[src/io_pkg.sv]
package io_pkg;

    // i/o decode looks only at the low 15 bits of the word address.
    localparam int io_port_bits = 15;

    typedef logic [io_port_bits-1:0] io_port_t;

    // byte address 0xfffe.
    localparam io_port_t leds_port = 15'h7fff;

    // bit 0 of the port at byte address 0xfffc reads back the ram clear status.
    localparam io_port_t mem_status_port = 15'h7ffe;

    // which host currently owns the memory bus.
    typedef enum logic [1:0] {
        idle,
        data_mem,
        instr_mem
    } arb_state_t;

endpackage

[src/bus_pkg.sv]
package bus_pkg;

    // data words are 16 bits wide and split into two byte lanes.
    localparam int word_bits = 16;
    localparam int byte_bits = 8;
    localparam int byte_lanes = word_bits / byte_bits;

    // hosts address words, so byte address bit 0 never travels on the bus.
    localparam int addr_msb = 19;
    localparam int addr_lsb = 1;

    typedef logic [word_bits-1:0] word_t;

    // bits 19 down to 1 of the byte address.
    typedef logic [addr_msb:addr_lsb] addr_t;

    // bit 0 enables the low byte and bit 1 the high byte.
    typedef logic [byte_lanes-1:0] bytesel_t;

    // an access that touches both lanes.
    localparam bytesel_t bytesel_word = '1;

endpackage
[src/mem_bus_if.sv]
`timescale 1ns/1ps

interface mem_bus_if
    import bus_pkg::*;
();

    addr_t    addr;
    word_t    wdata;
    word_t    rdata;
    logic     access;
    logic     ack;
    logic     wr_en;
    bytesel_t bytesel;

    // the host holds its request stable until it sees a one cycle ack.
    modport host (
        output addr,
        output wdata,
        output access,
        output wr_en,
        output bytesel,
        input  rdata,
        input  ack
    );

    modport target (
        input  addr,
        input  wdata,
        input  access,
        input  wr_en,
        input  bytesel,
        output rdata,
        output ack
    );

endinterface

[src/io_regs.sv]
`timescale 1ns/1ps

module io_regs
    import bus_pkg::*, io_pkg::*;
(
    input  logic             clk,
    input  logic             reset,
    mem_bus_if.target        io,
    input  logic             mem_ready,
    output logic [7:0]       leds
);

    io_port_t port;
    logic     take;
    logic     leds_write;

    assign port = io.addr[io_port_bits:addr_lsb];

    // no new access is taken in the cycle of an ack because the host drops access then.
    assign take = io.access & ~io.ack;

    // only the low byte lane reaches the leds.
    assign leds_write = take & io.wr_en & io.bytesel[0] & (port == leds_port);

    always_ff @(posedge clk) begin
        if (reset) begin
            io.ack <= 1'b0;
            leds   <= '0;
        end else begin
            io.ack <= take;
            if (leds_write) begin
                leds <= io.wdata[7:0];
            end
        end
    end

    // unmapped ports still answer so that a stray access cannot hang the host.
    always_ff @(posedge clk) begin
        if (take) begin
            case (port)
                leds_port:       io.rdata <= word_t'(leds);
                mem_status_port: io.rdata <= word_t'(mem_ready);
                default:         io.rdata <= '0;
            endcase
        end
    end

    single_ack: assert property (@(posedge clk) disable iff (reset)
        io.ack |=> !io.ack);

endmodule

[src/flat_wrapper.sv]
// flat-port wrapper written by rule: the top's interface ports become plain ports
module io_regs_flat import bus_pkg::*, io_pkg::*;
  (clk, reset, mem_ready, leds, io_addr, io_wdata, io_access, io_wr_en, io_bytesel, io_rdata, io_ack);
  mem_bus_if io_i ();
  input  logic clk;
  input  logic reset;
  input  logic mem_ready;
  output logic [7:0] leds;
  input wire logic [$bits(io_i.addr)-1:0] io_addr;
  input wire logic [$bits(io_i.wdata)-1:0] io_wdata;
  input wire logic [$bits(io_i.access)-1:0] io_access;
  input wire logic [$bits(io_i.wr_en)-1:0] io_wr_en;
  input wire logic [$bits(io_i.bytesel)-1:0] io_bytesel;
  output wire logic [$bits(io_i.rdata)-1:0] io_rdata;
  output wire logic [$bits(io_i.ack)-1:0] io_ack;
  assign io_i.addr = io_addr;
  assign io_i.wdata = io_wdata;
  assign io_i.access = io_access;
  assign io_i.wr_en = io_wr_en;
  assign io_i.bytesel = io_bytesel;
  assign io_rdata = io_i.rdata;
  assign io_ack = io_i.ack;
  io_regs u_core (.clk(clk), .reset(reset), .io(io_i), .mem_ready(mem_ready), .leds(leds));
endmodule
[config.mk]
export PLATFORM = sky130hd
export DESIGN_NAME = io_regs_flat
export DESIGN_NICKNAME = d
export VERILOG_FILES = /design/src/io_pkg.sv /design/src/bus_pkg.sv /design/src/mem_bus_if.sv /design/src/io_regs.sv /design/src/flat_wrapper.sv
export SDC_FILE = /design/constraint.sdc
export NUM_CORES = 1
export LEC_CHECK = 0
export ABC_AREA = 1
export BUFFER_PORTS_ARGS = -buffer_cell sky130_fd_sc_hd__buf_2
export CAP_MARGIN = 0
export CORE_ASPECT_RATIO = 1.75
export CORE_UTILIZATION = 30
export DETAILED_ROUTE_END_ITERATION = 6
export HOLD_SLACK_MARGIN = 0.02
export PLACE_DENSITY = 0.7
export REMOVE_ABC_BUFFERS = 1
export SLEW_MARGIN = 15
export SYNTH_ARGS = -nofsm -noshare
export SYNTH_HDL_FRONTEND = slang
export SYNTH_SLANG_ARGS = --single-unit
export TNS_END_PERCENT = 5
[constraint.sdc]
create_clock -name clk -period 1.1 [get_ports clk]
set_input_delay 0.33 -clock clk [delete_from_list [all_inputs] [get_ports clk]]
set_output_delay 0.33 -clock clk [all_outputs]
set_load 0.02 [all_outputs]
==> run summary <==
Outcome: finished clean
Die area: 3114 µm²
Gpl congestion: 0.7038
Routed met2 length: 949 µm
Final Non-Filler Cells: 187
Sequential fraction of the synthesis area: 48.55%
Fraction of registers with async set/reset: 0%
Clock-pin transition on the worst setup and hold timing paths: 60 ps
Initial detailed-routing violation count: 8
Main area contributors after synthesis: edfxtp_1 28%, dfxtp_1 21%, buf_4 7.8%, inv_1 7.8%, nand2_1 7.8%
Total length of routed wires: 1.675 mm
Die Ht: 73.07 µm
Detail Route Antenna Nets: 0
Synth top area share: 27.75%
Final worst setup slack: 0.7687 ps
Area leader, netlist: edfxtp_1
Met3 WL post-DR: 75 µm
Hpwl dp: 1.262 mm
H-tree Lvls: 1
Area of the core: 2721 µm²
Share of layout cells above drive strength 1: 45.63%
DRT Pass-1 Iters: 3
HP Class: in -> reg
Initial antenna violation count: 0
Mapped Area: 865.8 µm²
Crit path cell chain: buf_6
Final max-slew violation count: 0
Worst Setup Start Kind: flip-flop
Min cycle time layout: 1099 ps
Via count: 777
Starting Density: 31.82%
RSZ-0062 raised after global routing: yes
Prevailing post-synth register cell: dfxtp_1
Area grow syn2layout: 42.92%
Syn_area_per_cell: 7.943 µm²
Mapped Cells: 109
GRT overflow: 0
Highest Signal Layer: met4
Placed cells: 179
CP bufs+invs: 1
Crit-path max FO: 1
Util after Layout: 45.47%
Wirelength per Cell: 8.957 µm
Dpl cell area: 1089 µm²
CP endpoint kind: output port
Total CTS buffers: 3
CP Class: reg -> out
#FFs+latches synth: 17
Drt drc: 0
I/O pins: 67
EDFF count, synth: 8
Worst vdd ir: 0.5004 mV
Cell area power density: 1059 nW/µm²
Vias in the first global route: 654
Slowest-stage cell, CP: edfxtp_1
Final worst-path cycle share: 99.93%
CP delay by family, top: flip-flops
Die X: 42.61 µm
Antenna diode count: 0
Max Clock Freq: 0.9097 GHz
Clk_skew: 1.878 ps
Vias/cell: 4.155
Count of cell types in the netlist: 16
Worst Path Arrival: 770 ps
Worst slack, placed: -183.8 ps
CTS tree: done
Setup_tns: 0 ps
Hold WS: 248.6 ps
LEAKAGE: 0.6181 nW
Clk buf depth: 2
Final instance area: 1237 µm²
FP Rows: 25
Synth Warn #: 0
Required time worst endpoint: 770 ps
Count of final setup violators: 0
CTS root buffer: clkbuf_8
Clk_lat worst skew: 240 ps
Clock Sink Count: 17
PortBufs: 45
First-pass GRT wire length: 2.484 mm
Met1 wire length: 622 µm
Largest net degree at the start of global routing: 19
Hold Vio Cnt, Final: 0
Max-cap viol count: 0
Total power: 1.311 mW
Nets: 203
Synth top cells by count: 18 x inv_1, 18 x nand2_1, 18 x nor2_1, 9 x buf_4, 9 x dfxtp_1
Gr usage total: 10.14%
Slowest stage delay, CP: 380 ps
[worst reg2reg max path: stages (launching register included)]
cell and delay [ps]:
dfxtp_2 320, inv_2 60, nand2_4 60, nor2_4 170
buf_12 140, nand3_1 80, nand2_1 80, nor2_1 40
[final timing paths]
check                          startpoint                           to  slack (ps)  cells after the start
max          u_core.io.rdata[0]$_DFFE_PN_                  io_rdata[0]         0.8                      1
max reg2reg      u_core.io.ack$_SDFF_PP0_  u_core.leds[4]$_SDFFE_PP0P_          60                      7
min                                 reset     u_core.io.ack$_SDFF_PP0_         250                      2
min reg2reg   u_core.leds[1]$_SDFFE_PP0P_  u_core.leds[1]$_SDFFE_PP0P_         490                      2
[flip-flops by register name (all words and copies together), names as in the netlist]
name             cells
u_core.io.rdata      8
u_core.leds          8
u_core.io.ack        1
[area by class of cell]
type | count | area [µm²]
fillers | 275 | 1484
flip-flops and latches | 17 | 431.7
multi-input cells | 69 | 326.6
repair buffers | 50 | 325.3
inverters | 20 | 75.07
clock buffers | 4 | 45.04
well taps | 27 | 33.78
[cells in the final DEF (no fill, tap or decap), drive strengths merged]
cell	count
a21oi	8
buf	49
clkbuf	5
conb	8
dfxtp	9
edfxtp	8
inv	20
nand2	20
nand3	8
nand4	1
nor2	23
o21ai	1
[logic make-up after synthesis]
| kind of cell | after synthesis | share of synthesized area, % |
|---|---|---|
| compound gates | 9 | 5.202 |
| flops | 17 | 48.55 |
| simple gates | 52 | 27.60 |
| buf+inv | 30 | 18.21 |
| other cells | 1 | 0.4331 |
[per-layer routing]
layer,global-route usage (%),vias up
met5,0,-
met2,19.32,26
li1,-,418
met1,9.985,331
met4,6.250,0
met3,1.238,2
[power by group]
part / total [mW] / internal [mW] / switching [mW]
combinational: 0.186 / 0.0787 / 0.108
clock: 0.442 / 0.256 / 0.186
sequential: 0.683 / 0.678 / 0.00486
total: 1.31 / 1.01 / 0.298
[timing repair]
action,4_1_cts,5_1_grt
pin swaps,0,3
hold buffers,0,0
endpoints found under the setup margin,8,27
cloned,0,1
buffers inserted,0,3
resized for setup,8,17
(Power assumes the default switching activity.)
