===== src/io_pkg.sv =====
package io_pkg;

    // i/o decode looks only at the low 15 bits of the word address.
    localparam int io_port_bits = 15;

    typedef logic [io_port_bits-1:0] io_port_t;

    // byte address 0xfffe.
    localparam io_port_t leds_port = 15'h7fff;

    // bit 0 of the port at byte address 0xfffc reads back the ram clear status.
    localparam io_port_t mem_status_port = 15'h7ffe;

    // which host currently owns the memory bus.
    typedef enum logic [1:0] {
        idle,
        data_mem,
        instr_mem
    } arb_state_t;

endpackage


===== src/bus_pkg.sv =====
package bus_pkg;

    // data words are 16 bits wide and split into two byte lanes.
    localparam int word_bits = 16;
    localparam int byte_bits = 8;
    localparam int byte_lanes = word_bits / byte_bits;

    // hosts address words, so byte address bit 0 never travels on the bus.
    localparam int addr_msb = 19;
    localparam int addr_lsb = 1;

    typedef logic [word_bits-1:0] word_t;

    // bits 19 down to 1 of the byte address.
    typedef logic [addr_msb:addr_lsb] addr_t;

    // bit 0 enables the low byte and bit 1 the high byte.
    typedef logic [byte_lanes-1:0] bytesel_t;

    // an access that touches both lanes.
    localparam bytesel_t bytesel_word = '1;

endpackage

===== src/mem_bus_if.sv =====
`timescale 1ns/1ps

interface mem_bus_if
    import bus_pkg::*;
();

    addr_t    addr;
    word_t    wdata;
    word_t    rdata;
    logic     access;
    logic     ack;
    logic     wr_en;
    bytesel_t bytesel;

    // the host holds its request stable until it sees a one cycle ack.
    modport host (
        output addr,
        output wdata,
        output access,
        output wr_en,
        output bytesel,
        input  rdata,
        input  ack
    );

    modport target (
        input  addr,
        input  wdata,
        input  access,
        input  wr_en,
        input  bytesel,
        output rdata,
        output ack
    );

endinterface


===== src/mem_arbiter.sv =====
`timescale 1ns/1ps

module mem_arbiter
    import bus_pkg::*, io_pkg::*;
(
    input  logic       clk,
    input  logic       reset,

    input  addr_t      instr_addr,
    input  logic       instr_access,
    output logic       instr_ack,
    output word_t      instr_rdata,

    input  addr_t      data_addr,
    input  word_t      data_wdata,
    input  logic       data_access,
    input  logic       data_wr_en,
    input  bytesel_t   data_bytesel,
    input  logic       data_io,
    output logic       data_ack,
    output word_t      data_rdata,

    mem_bus_if.host    q_bus,
    mem_bus_if.host    io_bus
);

    arb_state_t state;
    logic       last_data; // set while the last memory transfer went to the data host.
    logic       data_mem_req;
    logic       grant_instr;
    logic       grant_data;
    logic       instr_mem_ack;
    logic       data_mem_ack;

    assign data_mem_req = data_access & ~data_io;

    // a waiting instruction fetch goes first once data has had its turn.
    assign grant_instr = (state == idle) & instr_access & (last_data | ~data_mem_req);
    assign grant_data  = (state == idle) & data_mem_req & ~grant_instr;

    assign instr_mem_ack = (state == instr_mem) & q_bus.ack;
    assign data_mem_ack  = (state == data_mem) & q_bus.ack;

    always_ff @(posedge clk) begin
        if (reset) begin
            state        <= idle;
            q_bus.access <= 1'b0;
            last_data    <= 1'b0;
        end else begin
            case (state)
                idle: begin
                    if (grant_instr) begin
                        state        <= instr_mem;
                        q_bus.access <= 1'b1;
                    end else if (grant_data) begin
                        state        <= data_mem;
                        q_bus.access <= 1'b1;
                    end
                end
                data_mem, instr_mem: begin
                    if (q_bus.ack) begin
                        state        <= idle;
                        q_bus.access <= 1'b0;
                        last_data    <= (state == data_mem);
                    end
                end
                default: state <= idle;
            endcase
        end
    end

    // request fields are captured with the grant and held for the whole transfer.
    always_ff @(posedge clk) begin
        if (grant_instr) begin
            q_bus.addr    <= instr_addr;
            q_bus.wdata   <= '0;
            q_bus.wr_en   <= 1'b0;
            q_bus.bytesel <= bytesel_word;
        end else if (grant_data) begin
            q_bus.addr    <= data_addr;
            q_bus.wdata   <= data_wdata;
            q_bus.wr_en   <= data_wr_en;
            q_bus.bytesel <= data_bytesel;
        end
    end

    // i/o accesses bypass the arbiter and reach the register block directly.
    assign io_bus.access  = data_access & data_io;
    assign io_bus.addr    = data_addr;
    assign io_bus.wdata   = data_wdata;
    assign io_bus.wr_en   = data_wr_en;
    assign io_bus.bytesel = data_bytesel;

    assign instr_ack   = instr_mem_ack;
    assign instr_rdata = q_bus.rdata;

    assign data_ack   = data_mem_ack | (data_io & io_bus.ack);
    assign data_rdata = data_io ? io_bus.rdata : q_bus.rdata;

    // each ram ack reaches exactly one host, and that host is still waiting for it.
    one_mem_ack: assert property (@(posedge clk) disable iff (reset)
        q_bus.ack |-> ((instr_mem_ack && instr_access) != (data_mem_ack && data_mem_req)));

    // the ram never answers a bus that the arbiter has not granted.
    ack_when_granted: assert property (@(posedge clk) disable iff (reset)
        q_bus.ack |-> state != idle);

endmodule


===== src/flat_wrapper.sv =====
// flat-port wrapper written by rule: the top's interface ports become plain ports
module mem_arbiter_flat import bus_pkg::*, io_pkg::*;
  (clk, reset, instr_addr, instr_access, instr_ack, instr_rdata, data_addr, data_wdata, data_access, data_wr_en, data_bytesel, data_io, data_ack, data_rdata, q_bus_addr, q_bus_wdata, q_bus_access, q_bus_wr_en, q_bus_bytesel, q_bus_rdata, q_bus_ack, io_bus_addr, io_bus_wdata, io_bus_access, io_bus_wr_en, io_bus_bytesel, io_bus_rdata, io_bus_ack);
  mem_bus_if q_bus_i ();
  mem_bus_if io_bus_i ();
  input  logic clk;
  input  logic reset;
  input  addr_t instr_addr;
  input  logic instr_access;
  output logic instr_ack;
  output word_t instr_rdata;
  input  addr_t data_addr;
  input  word_t data_wdata;
  input  logic data_access;
  input  logic data_wr_en;
  input  bytesel_t data_bytesel;
  input  logic data_io;
  output logic data_ack;
  output word_t data_rdata;
  output wire logic [$bits(q_bus_i.addr)-1:0] q_bus_addr;
  output wire logic [$bits(q_bus_i.wdata)-1:0] q_bus_wdata;
  output wire logic [$bits(q_bus_i.access)-1:0] q_bus_access;
  output wire logic [$bits(q_bus_i.wr_en)-1:0] q_bus_wr_en;
  output wire logic [$bits(q_bus_i.bytesel)-1:0] q_bus_bytesel;
  input wire logic [$bits(q_bus_i.rdata)-1:0] q_bus_rdata;
  input wire logic [$bits(q_bus_i.ack)-1:0] q_bus_ack;
  output wire logic [$bits(io_bus_i.addr)-1:0] io_bus_addr;
  output wire logic [$bits(io_bus_i.wdata)-1:0] io_bus_wdata;
  output wire logic [$bits(io_bus_i.access)-1:0] io_bus_access;
  output wire logic [$bits(io_bus_i.wr_en)-1:0] io_bus_wr_en;
  output wire logic [$bits(io_bus_i.bytesel)-1:0] io_bus_bytesel;
  input wire logic [$bits(io_bus_i.rdata)-1:0] io_bus_rdata;
  input wire logic [$bits(io_bus_i.ack)-1:0] io_bus_ack;
  assign q_bus_addr = q_bus_i.addr;
  assign q_bus_wdata = q_bus_i.wdata;
  assign q_bus_access = q_bus_i.access;
  assign q_bus_wr_en = q_bus_i.wr_en;
  assign q_bus_bytesel = q_bus_i.bytesel;
  assign q_bus_i.rdata = q_bus_rdata;
  assign q_bus_i.ack = q_bus_ack;
  assign io_bus_addr = io_bus_i.addr;
  assign io_bus_wdata = io_bus_i.wdata;
  assign io_bus_access = io_bus_i.access;
  assign io_bus_wr_en = io_bus_i.wr_en;
  assign io_bus_bytesel = io_bus_i.bytesel;
  assign io_bus_i.rdata = io_bus_rdata;
  assign io_bus_i.ack = io_bus_ack;
  mem_arbiter u_core (.clk(clk), .reset(reset), .instr_addr(instr_addr), .instr_access(instr_access), .instr_ack(instr_ack), .instr_rdata(instr_rdata), .data_addr(data_addr), .data_wdata(data_wdata), .data_access(data_access), .data_wr_en(data_wr_en), .data_bytesel(data_bytesel), .data_io(data_io), .data_ack(data_ack), .data_rdata(data_rdata), .q_bus(q_bus_i), .io_bus(io_bus_i));
endmodule

===== config.mk =====
export PLATFORM = sky130hd
export DESIGN_NAME = mem_arbiter_flat
export DESIGN_NICKNAME = d
export VERILOG_FILES = /design/src/io_pkg.sv /design/src/bus_pkg.sv /design/src/mem_bus_if.sv /design/src/mem_arbiter.sv /design/src/flat_wrapper.sv
export SDC_FILE = /design/constraint.sdc
export NUM_CORES = 1
export LEC_CHECK = 0
export ABC_CLOCK_PERIOD_IN_PS = 1810
export BUFFER_PORTS_ARGS = -buffer_cell sky130_fd_sc_hd__buf_2
export CORE_MARGIN = 3
export CORE_UTILIZATION = 38
export DETAILED_ROUTE_END_ITERATION = 8
export GPL_TIMING_DRIVEN = 0
export PLACE_DENSITY = 0.83
export SYNTH_ARGS = -nofsm -noshare
export SYNTH_HDL_FRONTEND = slang
export SYNTH_SLANG_ARGS = --single-unit

===== constraint.sdc =====
create_clock -name clk -period 1.81 [get_ports clk]
set_input_delay 0.181 -clock clk [delete_from_list [all_inputs] [get_ports clk]]
set_output_delay 0.181 -clock clk [all_outputs]
set_load 0.05 [all_outputs]

==> results of run 1 <==
==> kinds of logic (layout without fill, tap and decap cells) <==
logic type | Yosys count | after routing | share of synthesized area
AO/OA/AOI/OAI | 26 | 26 | 0.0979
adder cells (fa/ha/maj) | 4 | 4 | 0.0212
buffers and inverters | 64 | 282 | 0.199
flip-flops | 42 | 42 | 0.436
multiplexers | 37 | 37 | 0.206
AND/OR/NAND/NOR | 16 | 16 | 0.0402
==> path summary, 6_finish.rpt <==
path | slack (ps) | from | depth (start not counted) | to
min | 120 | data_bytesel[0] | 2 | u_core.q_bus.bytesel[0]
min reg2reg | 480 | u_core.q_bus.wdata[13] | 1 | u_core.q_bus.wdata[13]
max reg2reg | 130 | u_core.state[0] | 6 | u_core.q_bus.bytesel[0]
max | 130 | u_core.state[0] | 6 | u_core.q_bus.bytesel[0]
==> placed cells by master (no fill, tap or decap), types with 3 or more instances in the layout <==
cell type,instances
a22o_1,18
buf_4,56
edfxtp_1,19
buf_2,211
nor2b_1,3
mux2_4,19
nor2_1,3
clkbuf_8,6
mux2_2,17
dfxtp_1,23
buf_6,3
ha_1,4
==> cells in the mapped netlist, types with 2 or more instances <==
cell       number
buf_6           3
buf_2           4
nor2b_1         3
nand2_1         2
dfxtp_1        23
mux2_2         17
edfxtp_1       19
nand2b_1        2
o22a_1          2
o2bb2ai_1       2
inv_1           3
buf_4          54
nor2_1          3
ha_1            4
mux2_4         19
a22o_1         18
and2_1          2
==> layout make-up <==
type / instances / area, um2 / share of cell area
inverters: 3 / 15.0 / 0.00416
repair buffers: 209 / 1050 / 0.291
repair inverters: 1 / 7.51 / 0.00208
flip-flops and latches: 42 / 1030 / 0.285
clock inverters: 1 / 5.00 / 0.00139
clock buffers: 7 / 86.3 / 0.0239
multi-input cells: 83 / 863 / 0.239
plain buffers: 61 / 459 / 0.127
well taps: 75 / 93.8 / 0.0260
==> power by group <==
group	leakage, nW	switching, mW	internal, mW
clock	0.0482	0.298	0.308
combinational	1.52	1.04	0.481
sequential	0.375	0.0448	1.13
==> registers in the layout, summed over array words and instances (netlist names) <==
name / count
u_core.q_bus.access: 1
u_core.last_data: 1
u_core.q_bus.addr: 19
u_core.q_bus.wdata: 16
u_core.q_bus.bytesel: 2
u_core.state: 2
u_core.q_bus.wr_en: 1
==> routing by layer <==
metal	up-vias	routed length, um	global-route usage
met1	962	2250	0.180
met5	-	0	0
li1	1052	-	-
met3	6	588	0.0359
met4	0	77	0.0561
met2	118	3630	0.344
==> critical path, cell delays in order, from the launching register on <==
cell        delay, ps
dfxtp_1           400
inv_1              80
ha_1              270
o21ai_2           260
clkinvlp_4        160
buf_4             200
o22a_1            200
==> per-stage QoR <==
step / hold WS [ps] / area (um2) / cells
3_3_place_gp: 403 / 3490 / 471
4_1_cts: 108 / 3600 / 481
3_5_place_dp: 409 / 3490 / 471
2_1_floorplan: 253 / 2360 / 189
6_report: 119 / 3610 / 482
5_1_grt: 104 / 3610 / 482
==> timing repair <==
item,4_1_cts,5_1_grt
endpoints found under the setup margin,21,10
pin swaps,0,0
buffers inserted,1,1
cloned,1,0
resized for setup,2,0
==> impl_metrics.json, run 1 <==
{
  "vias": 2138,
  "num_rows": 28,
  "synth_edf_count": 19,
  "post-route-util": 0.603,
  "powerDensity_mw_per_mm2": 913,
  "io_pins": 208,
  "drt-total-wl_um": 6550,
  "firstDrtPassIters": 4,
  "ys.flop_type": "dfxtp_1",
  "drc": 0,
  "htree_levels": 2,
  "dpl.hpwl_um": 5540,
  "fin_crit_sh": 0.927,
  "antenna_found_initial": 0,
  "dr.first_iter.drc_count": 25,
  "synth.distinct_cells": 26,
  "fmax_mhz": 596,
  "cts_tree": "done",
  "fin_worst_skew_ps": 3.01,
  "finalWorstSetupSlack_ps": 132,
  "endpoint_kind": "flop",
  "syn_avg_cell_area_um2": 12.5,
  "insertion_delay_ps": 280,
  "fin_total_pwr_mw": 3.30,
  "syn-instance-count": 189,
  "drive_above_1_share": 0.781,
  "crit_fanout": 11,
  "status": "finished, final reports clean",
  "yosysTopAreaCell": "edfxtp_1",
  "cts.hold.buffers_added": 0,
  "antenna_left": 0,
  "fin_nets": 506,
  "initial_utilization": 0.395,
  "crit_arrival_ps": 1860,
  "rsz0062_at_grt": "false",
  "via_per_inst": 4.44,
  "syn_area_mm2": 0.00236,
  "cts_root_buffer": "clkbuf_8",
  "drv_slew": 0,
  "syn_nets": 289,
  "grt_usage": 0.174,
  "slew_headroom": 0.614,
  "die_x_um": 84.9,
  "yosys_warnings": 0,
  "diodes": 0,
  "place_ws_ps": -105,
  "hold_path.class": "in -> reg",
  "hold_viol": 0,
  "peakVddDrop_mv": 0.449,
  "cts_buffers": 5,
  "tightest_slew_ps": 578,
  "synthArstFlopShare": 0,
  "ys_seq_area_frac": 0.436,
  "drv_cap": 0,
  "fillers": 515,
  "path_clk_slew_ps": 80,
  "crit_path_start_kind": "flop",
  "ys_ff_latch": 42,
  "grt_start_max_net_pins": 13,
  "dieArea_mm2": 0.00721,
  "dieHeight_um": 84.9,
  "finalSetupTns_ps": 0,
  "critPathKind": "reg -> reg",
  "wl_per_cell_um": 13.6,
  "leakage_nw": 1.94,
  "period_minus_slack_ps": 1680,
  "grt_pass1_vias": 2159,
  "gp_congestion": 0.719,
  "port_buffers": 207,
  "areaGrowthSynthToFinish_pct": 52.8,
  "synthTopCellsByArea": "edfxtp_1 (24%), dfxtp_1 (19%), buf_4 (17%)",
  "clkSinkCount": 42,
  "setup-violations-final": 0,
  "synth_top_area_share": 0.241,
  "grt-ovfl-total": 0,
  "grt_first_pass_wirelength_um": 10000,
  "worst_ep_required_time_ps": 1990,
  "clk_path_buf_depth": 2,
  "core-area_mm2": 0.00599
}
Note: power is estimated with default switching activity, not from simulation.
==> inputs of run 2 (changes only) <==
Settings changed: CORE_MARGIN 3 to 2.
==> impl_metrics.json, run 2 (synthesis results as in run 1) <==
{
  "io_pins": 208,
  "powerDensity_mw_per_mm2": 923,
  "setup-violations-final": 0,
  "fin_worst_skew_ps": 5.59,
  "hold_path.class": "in -> reg",
  "top_regs": "u_core.q_bus.addr (19), u_core.q_bus.wdata (16)",
  "vias": 2155,
  "critPathKind": "reg -> reg",
  "r2r-start": "u_core.state[1]",
  "cts_buffers": 5,
  "instances_no_fill": 482,
  "rsz0062_at_grt": "false",
  "wl_per_cell_um": 12.9,
  "status": "finished, final reports clean",
  "dieHeight_um": 82.9,
  "drc": 0,
  "fin_crit_sh": 0.941,
  "crit_start": "u_core.state[1]",
  "finalWorstSetupSlack_ps": 107,
  "diodes": 0,
  "multi_input_area_um2": 876,
  "dr.first_iter.drc_count": 31,
  "htree_levels": 2,
  "insertion_delay_ps": 280,
  "initial_utilization": 0.397,
  "areaGrowthSynthToFinish_pct": 53.8,
  "core-area_mm2": 0.00596,
  "worstHoldStart": "data_wdata[2]",
  "grt_first_pass_wirelength_um": 9980,
  "hold_viol": 0,
  "dpl.hpwl_um": 5140,
  "grt_pass1_vias": 2215,
  "cts_tree": "done",
  "crit_arrival_ps": 1740,
  "antenna_found_initial": 0,
  "die_x_um": 82.9,
  "fmax_mhz": 587,
  "fin_nets": 506,
  "drt-total-wl_um": 6200,
  "period_minus_slack_ps": 1700,
  "place_ws_ps": -80.6,
  "gp_congestion": 0.774,
  "finalSetupTns_ps": 0,
  "drive_above_1_share": 0.786,
  "firstDrtPassIters": 3,
  "regMostFlops": "u_core.q_bus.addr",
  "slew_headroom": 0.741,
  "placed_cells": 471,
  "layout_common_cells": "buf_2 (211), buf_4 (56), dfxtp_1 (23), mux2_4 (19), edfxtp_1 (19)",
  "crit_fanout": 10,
  "fillers": 497,
  "dieArea_mm2": 0.00687,
  "clkSinkCount": 42,
  "grt_start_max_net_pins": 14,
  "drv_slew": 0,
  "drv_cap": 0,
  "cts_root_buffer": "clkbuf_8",
  "ff2ff_path_depth": 5,
  "leakage_nw": 1.95,
  "grt_usage": 0.176,
  "peakVddDrop_mv": 0.450,
  "path_clk_slew_ps": 80,
  "largest_register_ffs": 19,
  "antenna_left": 0,
  "regArea_mm2": 0.00103,
  "endpoint_kind": "flop",
  "via_per_inst": 4.47,
  "clk_path_buf_depth": 2,
  "whs_ps": 117,
  "layout_commonest_cell": "buf_2",
  "num_rows": 28,
  "worst_ep_required_time_ps": 1840,
  "min_path_cells": 2,
  "tightest_slew_ps": 387,
  "crit_path_start_kind": "flop",
  "port_buffers": 207,
  "grt-ovfl-total": 0
}
[run 2: per-layer routing]
layer / routed length, um / track usage / vias up
met1: 2130 / 0.176 / 972
met5: 0 / 0 / -
met4: 100 / 0.0686 / 0
li1: - / - / 1053
met3: 515 / 0.0348 / 8
met2: 3450 / 0.351 / 122
[run 2: where the power goes]
group / internal (mW) / switching [mW] / leakage, nW
clock: 0.350 / 0.310 / 0.0561
sequential: 1.13 / 0.0456 / 0.375
combinational: 0.484 / 1.04 / 1.52
[run 2: area by class of cell]
cell class / instances / area share
repair buffers: 209 / 0.289
inverters: 3 / 0.00413
multi-input cells: 83 / 0.241
repair inverters: 1 / 0.00206
well taps: 75 / 0.0258
clock inverters: 2 / 0.00275
plain buffers: 61 / 0.126
flip-flops and latches: 42 / 0.283
clock buffers: 6 / 0.0258
[run 2: timing repair]
action,4_1_cts,5_1_grt
gates cloned,1,0
pin swaps,0,0
resized for setup,2,2
setup endpoints to repair,21,12
hold buffers,0,0
endpoints found under the hold margin,0,0
buffers inserted,1,1
[run 2: final timing paths]
path                                 to  slack (ps)
hold / removal    u_core.q_bus.wdata[2]         120
setup reg to reg  u_core.q_bus.addr[12]         110
setup / recovery  u_core.q_bus.addr[12]         110
hold reg to reg      u_core.q_bus.wr_en         480
[run 2: per-stage QoR]
step,util,cell area (um2),total power [mW]
finish,0.611,3640,3.36
detailed placement,0.587,3490,2.71
floorplan,-,2360,2.34
CTS,0.607,3620,3.38
global placement,0.587,3490,2.68
global route,0.611,3640,3.51
[run 2: critical path: stages, from the launching register on]
cell     delay (ps)
dfxtp_1         350
inv_1            90
ha_1            290
o211a_4         220
buf_6           180
mux2_4          320
==> inputs of run 3 (changes only) <==
Settings changed: CTS_BUF_LIST set to sky130_fd_sc_hd__clkbuf_4 sky130_fd_sc_hd__clkbuf_8 sky130_fd_sc_hd__clkbuf_16, PLACE_DENSITY 0.83 to 0.88.
==> impl_metrics.json, run 3 (synthesis results as in run 1) <==
{
  "status": "finished, final reports clean",
  "cts.hold.buffers_added": 0,
  "powerDensity_mw_per_mm2": 937,
  "endpoint_kind": "flop",
  "diodes": 0,
  "antenna_found_initial": 0,
  "drive_above_1_share": 0.787,
  "die_x_um": 82.9,
  "top_regs": "u_core.q_bus.addr (19), u_core.q_bus.wdata (16)",
  "switching_share": 0.408,
  "placed_cells": 471,
  "post-route-util": 0.613,
  "slew_headroom": 0.750,
  "initial_utilization": 0.397,
  "crit_path_start_kind": "flop",
  "crit_fanout": 10,
  "place_ws_ps": -44.6,
  "core-area_mm2": 0.00596,
  "layout_common_cells": "buf_2 (211), buf_4 (57), dfxtp_1 (23), mux2_4 (19), edfxtp_1 (19)",
  "largest_register_ffs": 19,
  "htree_levels": 2,
  "rsz0062_at_grt": "false",
  "via_per_inst": 4.41,
  "crit_chain": "inv_1 > ha_1 > o211a_4 > buf_6 > mux2_4",
  "clk_path_buf_depth": 2,
  "num_rows": 28,
  "p_switching_mw": 1.40,
  "antenna_left": 0,
  "gp_congestion": 0.779,
  "combPwrFrac": 0.447,
  "instances_no_fill": 483,
  "cts_buffers": 5,
  "vias": 2128,
  "dpl.hpwl_um": 5540,
  "hold_path.class": "in -> reg",
  "worst_ep_required_time_ps": 1850,
  "grt_first_pass_wirelength_um": 10200,
  "drv_slew": 0,
  "cts_root_buffer": "clkbuf_8",
  "fin_crit_sh": 0.942,
  "fmax_mhz": 587,
  "clkSinkCount": 42,
  "path_buf_inv": 2,
  "insertion_delay_ps": 290,
  "regMostFlops": "u_core.q_bus.addr",
  "fin_worst_skew_ps": 2.28,
  "drt-total-wl_um": 6510,
  "grt_start_max_net_pins": 14,
  "areaGrowthSynthToFinish_pct": 54.3,
  "finalSetupTns_ps": 0,
  "fin_nets": 507,
  "grt-ovfl-total": 0,
  "setup-violations-final": 0,
  "layout_commonest_cell": "buf_2",
  "dieArea_mm2": 0.00687,
  "crit_arrival_ps": 1740,
  "drc": 0,
  "max_stage_delay_ps": 350,
  "p_int_mw": 2.02,
  "pwr-share-seq": 0.344,
  "cpMaxStageDelayCell": "dfxtp_1",
  "firstDrtPassIters": 4,
  "period_minus_slack_ps": 1700,
  "hold_viol": 0,
  "drv_cap": 0,
  "io_pins": 208,
  "fillers": 497,
  "dr.first_iter.drc_count": 29,
  "port_buffers": 207,
  "grt_pass1_vias": 2159,
  "tightest_slew_ps": 373,
  "peakVddDrop_mv": 0.576,
  "wl_per_cell_um": 13.5,
  "critPathKind": "reg -> reg",
  "finalWorstSetupSlack_ps": 106,
  "leakage_nw": 1.96,
  "clkPwrFrac": 0.208,
  "dieHeight_um": 82.9,
  "cts_tree": "done",
  "crit_family": "flip-flops",
  "path_clk_slew_ps": 80,
  "worst-r2r-setup-slack_ps": 110,
  "grt_usage": 0.183
}
run 3: changes by cell type in the layout (fill, tap and decap cells not counted):
cell and delta:
clkbuf_16 -1, bufinv_16 +1, buf_4 +1
run 3: final timing paths:
kind                                            start                 endpoint  cells after the start
worst max-delay path                  u_core.state[0]    u_core.q_bus.addr[13]                      5
worst min-delay path                  data_bytesel[0]  u_core.q_bus.bytesel[0]                      2
worst min register to register  u_core.q_bus.wdata[8]    u_core.q_bus.wdata[8]                      1
worst max register to register        u_core.state[0]    u_core.q_bus.addr[13]                      5
run 3: layout make-up:
type / instances / area, um2 / area share
Inverter: 3 / 15.0 / 0.00411
Clock buffer: 5 / 68.8 / 0.0189
Tap cell: 75 / 93.8 / 0.0257
Sequential cell: 42 / 1030 / 0.282
Buffer: 61 / 459 / 0.126
Timing Repair Buffer: 210 / 1060 / 0.290
Timing Repair inverter: 1 / 7.51 / 0.00206
Clock inverter: 3 / 40.0 / 0.0110
Multi-Input combinational cell: 83 / 876 / 0.240
run 3: routing by layer:
layer  part of all wire  global-route usage
met1               0.34               0.186
met2               0.57               0.369
met3              0.076              0.0427
met4              0.010              0.0447
met5                  0                   0
run 3: worst reg2reg max path, cell delays in order (launching register included):
cell and delay, ps:
dfxtp_1 350, inv_1 90, ha_1 290, o211a_4 220, buf_6 170, mux2_4 330
run 3: stage by stage:
stage,area (um2),hold WS [ps],power (mW)
6_report,3650,112,3.42
5_1_grt,3650,101,3.57
4_1_cts,3620,101,3.44
3_5_place_dp,3490,408,2.71
3_3_place_gp,3490,405,2.68
2_1_floorplan,2360,253,2.34
run 3: power by group through the flow:
stage | Combinational [mW] | Sequential, mW | Clock (mW)
2_1_floorplan | 0.735 | 1.60 | 0
3_3_place_gp | 1.49 | 1.19 | 0
3_5_place_dp | 1.51 | 1.20 | 0
4_1_cts | 1.53 | 1.18 | 0.733
5_1_grt | 1.60 | 1.19 | 0.780
6_report | 1.53 | 1.18 | 0.713
run 3: what timing repair did:
action,in CTS,in global routing
setup endpoints to repair,21,13
buffers inserted,1,2
cloned,1,0
gates resized for setup,2,2
